## src/hdl/uartPkg.sv

```systemverilog
`default_nettype none

package uartPkg;

    // one transmit character
    typedef logic [7:0] byteT;

    // bit period is baudDiv + 1 clocks
    typedef logic [15:0] baudDivT;

    typedef logic [31:0] wbDataT;

    // byte address inside the peripheral
    typedef logic [3:0] wbAddrT;

    // register offsets
    localparam wbAddrT RegTxData  = 4'h0;  // write pushes a byte, read gives zero
    localparam wbAddrT RegBaudDiv = 4'h4;  // lanes 0 and 1 only
    localparam wbAddrT RegStatus  = 4'h8;  // {overrun, txBusy, fifoEmpty, fifoFull}

    // transmit FIFO
    localparam int FifoDepth    = 4;
    localparam int FifoPtrWidth = 2;

    // divisor after reset, 5 clocks per bit
    localparam baudDivT BaudDivReset = 16'd4;

    // frame sequencer states
    typedef enum logic [1:0] {
        TxIdle,
        TxStart,
        TxData,
        TxStop
    } txStateT;

endpackage

`default_nettype wire
```

## src/hdl/uartTxTop.sv

```systemverilog
`timescale 1ns/1ps
`default_nettype none

module uartTxTop
    import uartPkg::*;
(
    input  wire logic       clk,
    input  wire logic       reset,
    input  wire logic       cyc,
    input  wire logic       stb,
    input  wire logic       we,
    input  wire wbAddrT     adr,
    input  wire logic [3:0] sel,
    input  wire wbDataT     datIn,
    output wbDataT          datOut,
    output logic            ack,
    output logic            txLine
);

    logic    push;
    byteT    wrData;
    baudDivT baudDiv;
    byteT    rdData;
    logic    fifoFull;
    logic    fifoEmpty;
    logic    pop;
    logic    tick;
    logic    txBusy;

    uartWbRegs regs0 (
        .clk(clk), .reset(reset),
        .cyc(cyc), .stb(stb), .we(we), .adr(adr), .sel(sel), .datIn(datIn),
        .fifoFull(fifoFull), .fifoEmpty(fifoEmpty), .txBusy(txBusy),
        .datOut(datOut), .ack(ack),
        .push(push), .wrData(wrData), .baudDiv(baudDiv)
    );

    uartTxFifo fifo0 (
        .clk(clk), .reset(reset),
        .push(push), .wrData(wrData), .pop(pop),
        .rdData(rdData), .full(fifoFull), .empty(fifoEmpty)
    );

    uartBaudTimer timer0 (
        .clk(clk), .reset(reset),
        .baudDiv(baudDiv), .tick(tick)
    );

    uartTxFsm fsm0 (
        .clk(clk), .reset(reset),
        .tick(tick), .rdData(rdData), .empty(fifoEmpty),
        .pop(pop), .txBusy(txBusy), .txLine(txLine)
    );

endmodule

`default_nettype wire

```

## src/hdl/uartTxFsm.sv

```systemverilog
`timescale 1ns/1ps
`default_nettype none

module uartTxFsm
    import uartPkg::*;
(
    input  wire logic clk,
    input  wire logic reset,
    input  wire logic tick,
    input  wire byteT rdData,
    input  wire logic empty,
    output logic      pop,
    output logic      txBusy,
    output logic      txLine
);

    txStateT    state;
    byteT       shiftReg;
    logic [2:0] bitCnt;
    logic       loadNext;  // start a frame on this tick

    assign loadNext = (state == TxIdle || state == TxStop) && !empty;
    assign pop      = tick && loadNext;
    assign txBusy   = (state != TxIdle);

    // line idles low, start bit high, stop bit low
    always_ff @(posedge clk) begin
        if (reset) begin
            state  <= TxIdle;
            bitCnt <= '0;
            txLine <= 1'b0;
        end else if (tick) begin
            case (state)
                TxIdle, TxStop: begin
                    if (loadNext) begin
                        state  <= TxStart;
                        bitCnt <= 3'd7;
                        txLine <= 1'b1;
                    end else begin
                        state  <= TxIdle;
                        txLine <= 1'b0;
                    end
                end
                TxStart: begin
                    state  <= TxData;
                    txLine <= shiftReg[0];  // bit 0 goes out here
                end
                TxData: begin
                    if (bitCnt == 0) begin
                        state  <= TxStop;
                        txLine <= 1'b0;
                    end else begin
                        txLine <= shiftReg[0];
                        bitCnt <= bitCnt - 1'b1;
                    end
                end
                default: begin
                    state  <= TxIdle;
                    txLine <= 1'b0;
                end
            endcase
        end
    end

    // data path, shifts LSB first
    always_ff @(posedge clk) begin
        if (pop) begin
            shiftReg <= rdData;
        end else if (tick && (state == TxStart || (state == TxData && bitCnt != 0))) begin
            shiftReg <= {1'b0, shiftReg[7:1]};
        end
    end

    // a load lands on a bit boundary and starts the frame on the next edge
    popOnTick: assert property (@(posedge clk) disable iff (reset)
        pop |-> tick ##1 (state == TxStart && txLine))
        else $error("pop outside a tick cycle or frame not started");

endmodule

`default_nettype wire

```

## src/hdl/uartBaudTimer.sv

```systemverilog
`timescale 1ns/1ps
`default_nettype none

module uartBaudTimer
    import uartPkg::*;
(
    input  wire logic    clk,
    input  wire logic    reset,
    input  wire baudDivT baudDiv,
    output logic         tick
);

    baudDivT baudCount;

    // one cycle at zero, then reload
    assign tick = (baudCount == '0);

    // divisor changes are picked up only at reload
    always_ff @(posedge clk) begin
        if (reset) begin
            baudCount <= BaudDivReset;
        end else if (tick) begin
            baudCount <= baudDiv;
        end else begin
            baudCount <= baudCount - 1'b1;
        end
    end

endmodule

`default_nettype wire

```

## src/hdl/uartTxFifo.sv

```systemverilog
`timescale 1ns/1ps
`default_nettype none

module uartTxFifo
    import uartPkg::*;
(
    input  wire logic clk,
    input  wire logic reset,
    input  wire logic push,
    input  wire byteT wrData,
    input  wire logic pop,
    output byteT      rdData,
    output logic      full,
    output logic      empty
);

    byteT                    mem [FifoDepth];
    logic [FifoPtrWidth-1:0] wrPtr;
    logic [FifoPtrWidth-1:0] rdPtr;
    logic [FifoPtrWidth:0]   count;  // one extra bit to tell full from empty

    assign full   = (count == FifoDepth);
    assign empty  = (count == 0);
    assign rdData = mem[rdPtr];  // head byte, valid when not empty

    always_ff @(posedge clk) begin
        if (push) mem[wrPtr] <= wrData;
    end

    always_ff @(posedge clk) begin
        if (reset) begin
            wrPtr <= '0;
        end else if (push) begin
            wrPtr <= wrPtr + 1'b1;  // wraps at depth
        end
    end

    always_ff @(posedge clk) begin
        if (reset) begin
            rdPtr <= '0;
        end else if (pop) begin
            rdPtr <= rdPtr + 1'b1;
        end
    end

    // push and pop together leave the count alone
    always_ff @(posedge clk) begin
        if (reset) begin
            count <= '0;
        end else begin
            case ({push, pop})
                2'b10:   count <= count + 1'b1;
                2'b01:   count <= count - 1'b1;
                default: count <= count;
            endcase
        end
    end

    // the register block must hold back writes when full
    noPushFull: assert property (@(posedge clk) disable iff (reset) full |-> !push)
        else $error("push while FIFO full");

    // the state machine must only load when a byte waits
    noPopEmpty: assert property (@(posedge clk) disable iff (reset) empty |-> !pop)
        else $error("pop while FIFO empty");

endmodule

`default_nettype wire

```

## src/hdl/uartWbRegs.sv

```systemverilog
`timescale 1ns/1ps
`default_nettype none

module uartWbRegs
    import uartPkg::*;
(
    input  wire logic    clk,
    input  wire logic    reset,
    input  wire logic    cyc,
    input  wire logic    stb,
    input  wire logic    we,
    input  wire wbAddrT  adr,
    input  wire logic [3:0] sel,
    input  wire wbDataT  datIn,
    input  wire logic    fifoFull,
    input  wire logic    fifoEmpty,
    input  wire logic    txBusy,
    output wbDataT       datOut,
    output logic         ack,
    output logic         push,
    output byteT         wrData,
    output baudDivT      baudDiv
);

    logic   accept;     // new classic cycle seen on this edge
    logic   wrAccept;
    logic   rdAccept;
    logic   txWrite;    // write to the data register on lane 0
    logic   overrun;
    wbDataT rdMux;

    assign accept   = cyc && stb && !ack;
    assign wrAccept = accept && we;
    assign rdAccept = accept && !we;
    assign txWrite  = wrAccept && (adr == RegTxData) && sel[0];

    // single cycle ack, a held stb gets every second cycle
    always_ff @(posedge clk) begin
        if (reset) begin
            ack <= 1'b0;
        end else begin
            ack <= accept;
        end
    end

    // divisor, one byte lane at a time
    always_ff @(posedge clk) begin
        if (reset) begin
            baudDiv <= BaudDivReset;
        end else if (wrAccept && adr == RegBaudDiv) begin
            if (sel[0]) baudDiv[7:0]  <= datIn[7:0];
            if (sel[1]) baudDiv[15:8] <= datIn[15:8];
        end
    end

    // push lines up with the ack cycle
    always_ff @(posedge clk) begin
        if (reset) begin
            push <= 1'b0;
        end else begin
            push <= txWrite && !fifoFull;
        end
    end

    always_ff @(posedge clk) begin
        if (txWrite) wrData <= datIn[7:0];
    end

    // sticky until a status read
    always_ff @(posedge clk) begin
        if (reset) begin
            overrun <= 1'b0;
        end else if (rdAccept && adr == RegStatus) begin
            overrun <= 1'b0;
        end else if (txWrite && fifoFull) begin
            overrun <= 1'b1;  // byte is dropped
        end
    end

    always_comb begin
        case (adr)
            RegBaudDiv: rdMux = {16'h0, baudDiv};
            RegStatus:  rdMux = {28'h0, overrun, txBusy, fifoEmpty, fifoFull};
            default:    rdMux = '0;  // data register and unmapped offsets
        endcase
    end

    // read data held through the ack cycle
    always_ff @(posedge clk) begin
        if (accept) datOut <= rdMux;
    end

    ackSingle: assert property (@(posedge clk) disable iff (reset) ack |=> !ack)
        else $error("ack high on two consecutive cycles");

endmodule

`default_nettype wire

```

## config.mk

```make
export PLATFORM = sky130hd
export DESIGN_NAME = uartTxTop
export DESIGN_NICKNAME = d
export VERILOG_FILES = /design/src/hdl/uartPkg.sv /design/src/hdl/uartTxTop.sv /design/src/hdl/uartTxFsm.sv /design/src/hdl/uartBaudTimer.sv /design/src/hdl/uartTxFifo.sv /design/src/hdl/uartWbRegs.sv
export SDC_FILE = /design/constraint.sdc
export NUM_CORES = 1
export LEC_CHECK = 0
export BUFFER_PORTS_ARGS = -buffer_cell sky130_fd_sc_hd__buf_2
export CAP_MARGIN = 20
export CORE_ASPECT_RATIO = 1.25
export CORE_MARGIN = 5
export CORE_UTILIZATION = 55
export CTS_BUF_LIST = sky130_fd_sc_hd__clkbuf_4 sky130_fd_sc_hd__clkbuf_8
export DETAILED_ROUTE_END_ITERATION = 7
export MAX_ROUTING_LAYER = met4
export PLACE_DENSITY = 0.78
export SLEW_MARGIN = 10
export SYNTH_ARGS = -nofsm -noshare
export SYNTH_HDL_FRONTEND = slang
export SYNTH_SLANG_ARGS = --single-unit
```

## constraint.sdc

```tcl
create_clock -name clk -period 8 [get_ports clk]
set_clock_uncertainty 0.05 [all_clocks]
set_input_delay 2 -clock clk [delete_from_list [all_inputs] [get_ports clk]]
set_output_delay 2 -clock clk [all_outputs]
set_load 0.05 [all_outputs]
```

; Word level (Yosys, flattened, before mapping)
; Memory sizes are Yosys's and may differ from the RTL's. A register that Yosys moved wholly into a read port is not among the register bits.
; Cells that the tools add are included.
[word_totals]
ff_bits = 96
ram_bits = 32
output_inout_bits = 34
wordCells = 87
n_memories = 1
[mem_list]
columns = name, depth, width, read_ports, rd_ports_with_merged_regs, wr, line
row1 = fifo0.mem, 4, 8, 1, 1, 1, uartTxFifo.sv:17  ; byteT mem [FifoDepth];
[classes]
add_sub_neg = 6
eq_ne = 11
muxes = 18
n_reduce_logical = 36
[ops]
columns = op, n
row1 = $pmux W16 S2, 1
row2 = $logic_not A16 Y1, 1
row3 = $mux W16, 1
row4 = $mux W8, 2
row5 = $sub A16 B1 Y16 const B, 1
row6 = $logic_and A1 B1 Y1, 14
row7 = $pmux W3 S2, 2
row8 = $reduce_bool A2 Y1, 4
row9 = $eq A2 B2 Y1 const B, 3
row10 = $logic_not A3 Y1, 2
row11 = $mux W2, 3
row12 = $mux W3, 2
row13 = $pmux W2 S3, 1
row14 = $reduce_and A2 Y1, 3
row15 = $sub A3 B1 Y3 const B, 2
row16 = $mux W1, 5
row17 = $add A2 B1 Y2 const B, 2
row18 = $eq A2 B1 Y1 const B, 2
row19 = $eq A4 B3 Y1 const B, 1
row20 = $eq A4 B4 Y1 const B, 1
row21 = $logic_not A1 Y1, 4
row22 = $logic_not A4 Y1, 1
row23 = $ne A2 B1 Y1 const B, 2
row24 = $reduce_and A4 Y1, 1
row25 = other kinds (8), 10

; Longest topological paths before layout
[depth]
ltp_word = 6
depth_mapped = 14
depth_no_buf = 12

; Cells and area by module
; A second synthesis with hierarchy kept.
[hier_totals]
hier_cells = 418
area_unflattened_um2 = 5102.4
[by_module_without_submodules]
columns = mod, instances, cells_per_inst, area_each_um2, seq_area_each_um2
row1 = uartWbRegs, 1, 154, 1805.5, 1101.1
row2 = uartTxFifo, 1, 89, 1591.5, 1141.1
row3 = uartBaudTimer, 1, 108, 902.1, 320.3
row4 = uartTxFsm, 1, 67, 803.3, 360.3

; Least setup slack after synthesis
; Ideal clock, no wire load.
[synth_path]
path_kind = in2reg
from = in adr[3]
to = reg regs0.wrData[0] (enable)
setup_time_ps = 387
arrival_time_ps = 3341
path_slack_ps = 4222
path_stages = 2
n_path_buf = 0
cell_sequence = or4_2 > nor3_1
[synth_between]
elab_chain_len = 3
[synth_lines]
columns = element, line
row1 = from (decl), uartTxTop.sv:12  ; input wire wbAddrT adr,
row2 = $logic_not A4 Y1, uartWbRegs.sv:35  ; assign txWrite = wrAccept && (adr == RegTxData) && sel[0];
row3 = $logic_and A1 B1 Y1 (2 in series), uartWbRegs.sv:35
row4 = to (signal assigned), uartWbRegs.sv:66  ; if (txWrite) wrData <= datIn[7:0];
row5 = to (decl), uartWbRegs.sv:21  ; output byteT wrData,
; No other way between the ends.
; A chain may end at the register's enable or synchronous reset.

; Worst setup path in the final report
[layout_path]
from = in adr[3]
to = reg regs0.overrun
[layout_between]
elab_chain_len = 4
[layout_lines]
columns = element, line
row1 = $logic_not A4 Y1, uartWbRegs.sv:35
row2 = $logic_and A1 B1 Y1 (2 in series), uartWbRegs.sv:35
row3 = $logic_and A1 B1 Y1, uartWbRegs.sv:75  ; end else if (txWrite && fifoFull) begin
row4 = to (signal assigned), uartWbRegs.sv:72  ; overrun <= 1'b0;
row5 = to (signal assigned), uartWbRegs.sv:74  ; overrun <= 1'b0;
row6 = to (signal assigned), uartWbRegs.sv:76  ; overrun <= 1'b1;
row7 = to (decl), uartWbRegs.sv:29  ; logic overrun;
; Parallel ways exist; a longest one is shown, timed or not.

==> impl_metrics.env <==
export IMPL_outcome="finished clean"
export IMPL_synth_area_um2=4900
export IMPL_fin_crit_sh_pct=44.3
export IMPL_vias_per_cell=5.44
export IMPL_antenna_found_initial=0
export IMPL_post_cts_buffers=0
export IMPL_path_clk_slew_ns=0.07
export IMPL_cts_buffers=17
export IMPL_grt_max_degree=50
export IMPL_setup_tns_ns=0
export IMPL_numPortBuffers=44
export IMPL_drt_initial_drc_count=181
export IMPL_drt_pre_antenna_iters=4
export IMPL_initial_core_util_pct=56.4
export IMPL_ys_ff_latch=114
export IMPL_hpwl_um=6960
export IMPL_grt_pass1_wl_um=16300
export IMPL_htreeDepth=4
export IMPL_final_util_pct=64.1
export IMPL_netlist_top_cells_count="edfxtp_1 (64), dfxtp_1 (50), nor2_1 (37)"
export IMPL_clkSinkCount=114
export IMPL_track_usage_pct=20.3
export IMPL_drc=0
export IMPL_num_fill_cells=662
export IMPL_grt_setup_unrepaired="false"
export IMPL_overflow=0
export IMPL_place_ws_ns=4.03
export IMPL_min_path_type="register to register"
export IMPL_timing_final_ws_setup_ns=4.46
export IMPL_hold_depth=2
export IMPL_synth_top_family_by_area="simple AND/OR/NAND/NOR gates"
export IMPL_synth_compound_gate_area_share_pct=6.20
export IMPL_r2r_slack_ns=4.61
export IMPL_fp_dieH_um=116
export IMPL_end_kind="register"
export IMPL_yosysWarnings=0
export IMPL_synth_ff_type="edfxtp_1"
export IMPL_critPathArrivalTime_ns=3.82
export IMPL_synth_area_per_cell_um2=12.3
export IMPL_synthMuxAreaShare_pct=8.55
export IMPL_worstPathMaxFanout=10
export IMPL_ys_types=47
export IMPL_ios=79
export IMPL_die_w_um=94.5
export IMPL_clk_latency_ns=0.42
export IMPL_tightest_slew_ns=0.884
export IMPL_cp_required_ns=8.28
export IMPL_holdPathEnd="fsm0.bitCnt[1]"
export IMPL_clock_path_buffers=2
export IMPL_wl_um=9640
export IMPL_grt_pass1_vias=3322
export IMPL_synth_edf_count=64
export IMPL_ys_seq_area_share_pct=59.6
export IMPL_setup_viol=0
export IMPL_gp_congestion=0.928
export IMPL_holdBufCountCts=0
export IMPL_critPathKind="input pin to register"
export IMPL_max_freq_ghz=0.282
export IMPL_p_leak_uw=0.00197
export IMPL_min_delay_start="fsm0.bitCnt[1]"
export IMPL_syn_inst=399
export IMPL_num_rows=38
export IMPL_area_growth_pct=13.8
export IMPL_ctsRootBufferMaster="clkbuf_8"
export IMPL_synth_xor_xnor_area_share_pct=2.32
export IMPL_yosys_cell_count_top_type="edfxtp_1"
export IMPL_synth_area_leaders="edfxtp_1 (39%), dfxtp_1 (20%), mux4_2 (3.7%)"
export IMPL_p_per_area_nw_per_um2=269
export IMPL_synth_async_reset_ratio_pct=0
export IMPL_reg2regPathDepth=12
export IMPL_min_period_ns=3.54
export IMPL_drive_gt1_share_pct=22.3
export IMPL_synthAdderAreaFrac_pct=3.47
export IMPL_wl_per_cell_um=16.6
export IMPL_core_um2=8700
export IMPL_vias=3166
export IMPL_yosys_area_top_type="edfxtp_1"
export IMPL_dp_cells=550
export IMPL_cts_resized=0
export IMPL_diodes=0
export IMPL_maxCapViolCount=0
export IMPL_total_power_uw=1500
export IMPL_slew_violations=0
export IMPL_slew_headroom_pct=41.1
export IMPL_die_area_um2=10900
export IMPL_ant_nets=0
export IMPL_finalHoldViolations=0
export IMPL_synth_simple_area_share_pct=14.9
export IMPL_final_cells=582
export IMPL_yosysTopAreaCellShare_pct=39.2
export IMPL_ir_worst_vdd_uv=183
export IMPL_worst_r2r_endpoint="fifo0.count[2]"
export IMPL_cts_tree="done"
export IMPL_rr_startpoint="timer0.baudCount[0]"
export IMPL_fin_nets=507
export IMPL_startpoint_type="input pin"
-- report_power, final --
| group | switching, uW | internal, uW |
|---|---|---|
| clock network | 242 | 284 |
| registers | 42.8 | 650 |
| logic | 187 | 94.4 |
-- cells by family after synthesis --
logic type               count (synthesis)
AO/OA/AOI/OAI                           47
XOR/XNOR                                13
adder cells (fa/ha/maj)                 13
buffers and inverters                   47
flip-flops                             114
multiplexers                            31
other                                    1
AND/OR/NAND/NOR                        133
-- area by class of cell --
type / instances / area (um^2) / share of cell area, %
inverters: 16 / 60.1 / 1.08
clock buffers: 18 / 241 / 4.33
well taps: 120 / 150 / 2.69
clock inverters: 14 / 154 / 2.76
repair buffers: 47 / 243 / 4.35
multi-input cells: 253 / 1810 / 32.4
flip-flops and latches: 114 / 2920 / 52.4
-- critical path, stage by stage --
cell     delay (ns)
buf_2          0.13
or4_2          0.68
nor3_2         0.67
a31oi_1        0.18
nor3_1         0.16
-- cell usage in the layout, fill, tap and decap left out, drive strengths merged, types with 2 or more instances in the layout --
cell type and count:
and4 3, clkinvlp 3, ha 12, bufinv 2, nor4b 2, xor2 11
mux2 7, or3 4, inv 20, o21ai 8, edfxtp 64, nor4 5
nand3b 2, mux2i 16, a31oi 4, buf 47, and2 18, a311oi 2
nand2b 3, xnor2 2, a211o 3, mux4 8, a211oi 7, clkinv 5
o31ai 3, nand4 5, nor3 23, nor2 37, nand2 15, clkbuf 18
or4 4, o21bai 2, a21oi 14, dfxtp 50, a22o 2, nor2b 5
nand3 4, conb 16
-- sequential cells by signal (all words and copies together), names as in the netlist, named ones only --
signal	flops
fifo0.mem	32
regs0.baudDiv	16
regs0.datOut	16
timer0.baudCount	16
fsm0.shiftReg	8
regs0.wrData	8
fifo0.count	3
fsm0.bitCnt	3
fifo0.rdPtr	2
fifo0.wrPtr	2
fsm0.state	2
fsm0.txLine	1
regs0.ack	1
regs0.overrun	1
regs0.push	1
-- worst max-delay path by stage --
stage                     slack (ns)  depth (start not counted)         endpoint           startpoint
after floorplan                 4.22                          2  regs0.wrData[0]               adr[3]
after global placement          4.06                          5    regs0.overrun               adr[3]
after detailed placement        4.03                          5    regs0.overrun               adr[3]
after CTS                       4.46                          5    regs0.overrun               adr[3]
after global routing            4.31                         12   fifo0.count[2]  timer0.baudCount[0]
final                           4.46                          5    regs0.overrun               adr[3]
-- stage by stage --
| stage | hold slack (ns) | instance area [um^2] |
|---|---|---|
| finish | 0.437 | 5580 |
| global route | 0.473 | 5580 |
| CTS | 0.438 | 5580 |
| detailed placement | 0.428 | 5180 |
| global placement | 0.413 | 5180 |
| floorplan | 0.394 | 4960 |
-- layer usage --
| metal | GRT usage, % | wire length (um) |
|---|---|---|
| met5 | - | 0 |
| met2 | 34.0 | 5130 |
| met4 | 8.37 | 187 |
| met1 | 23.1 | 4020 |
| met3 | 5.45 | 307 |
No activity file was read; power rests on OpenSTA's default activity.
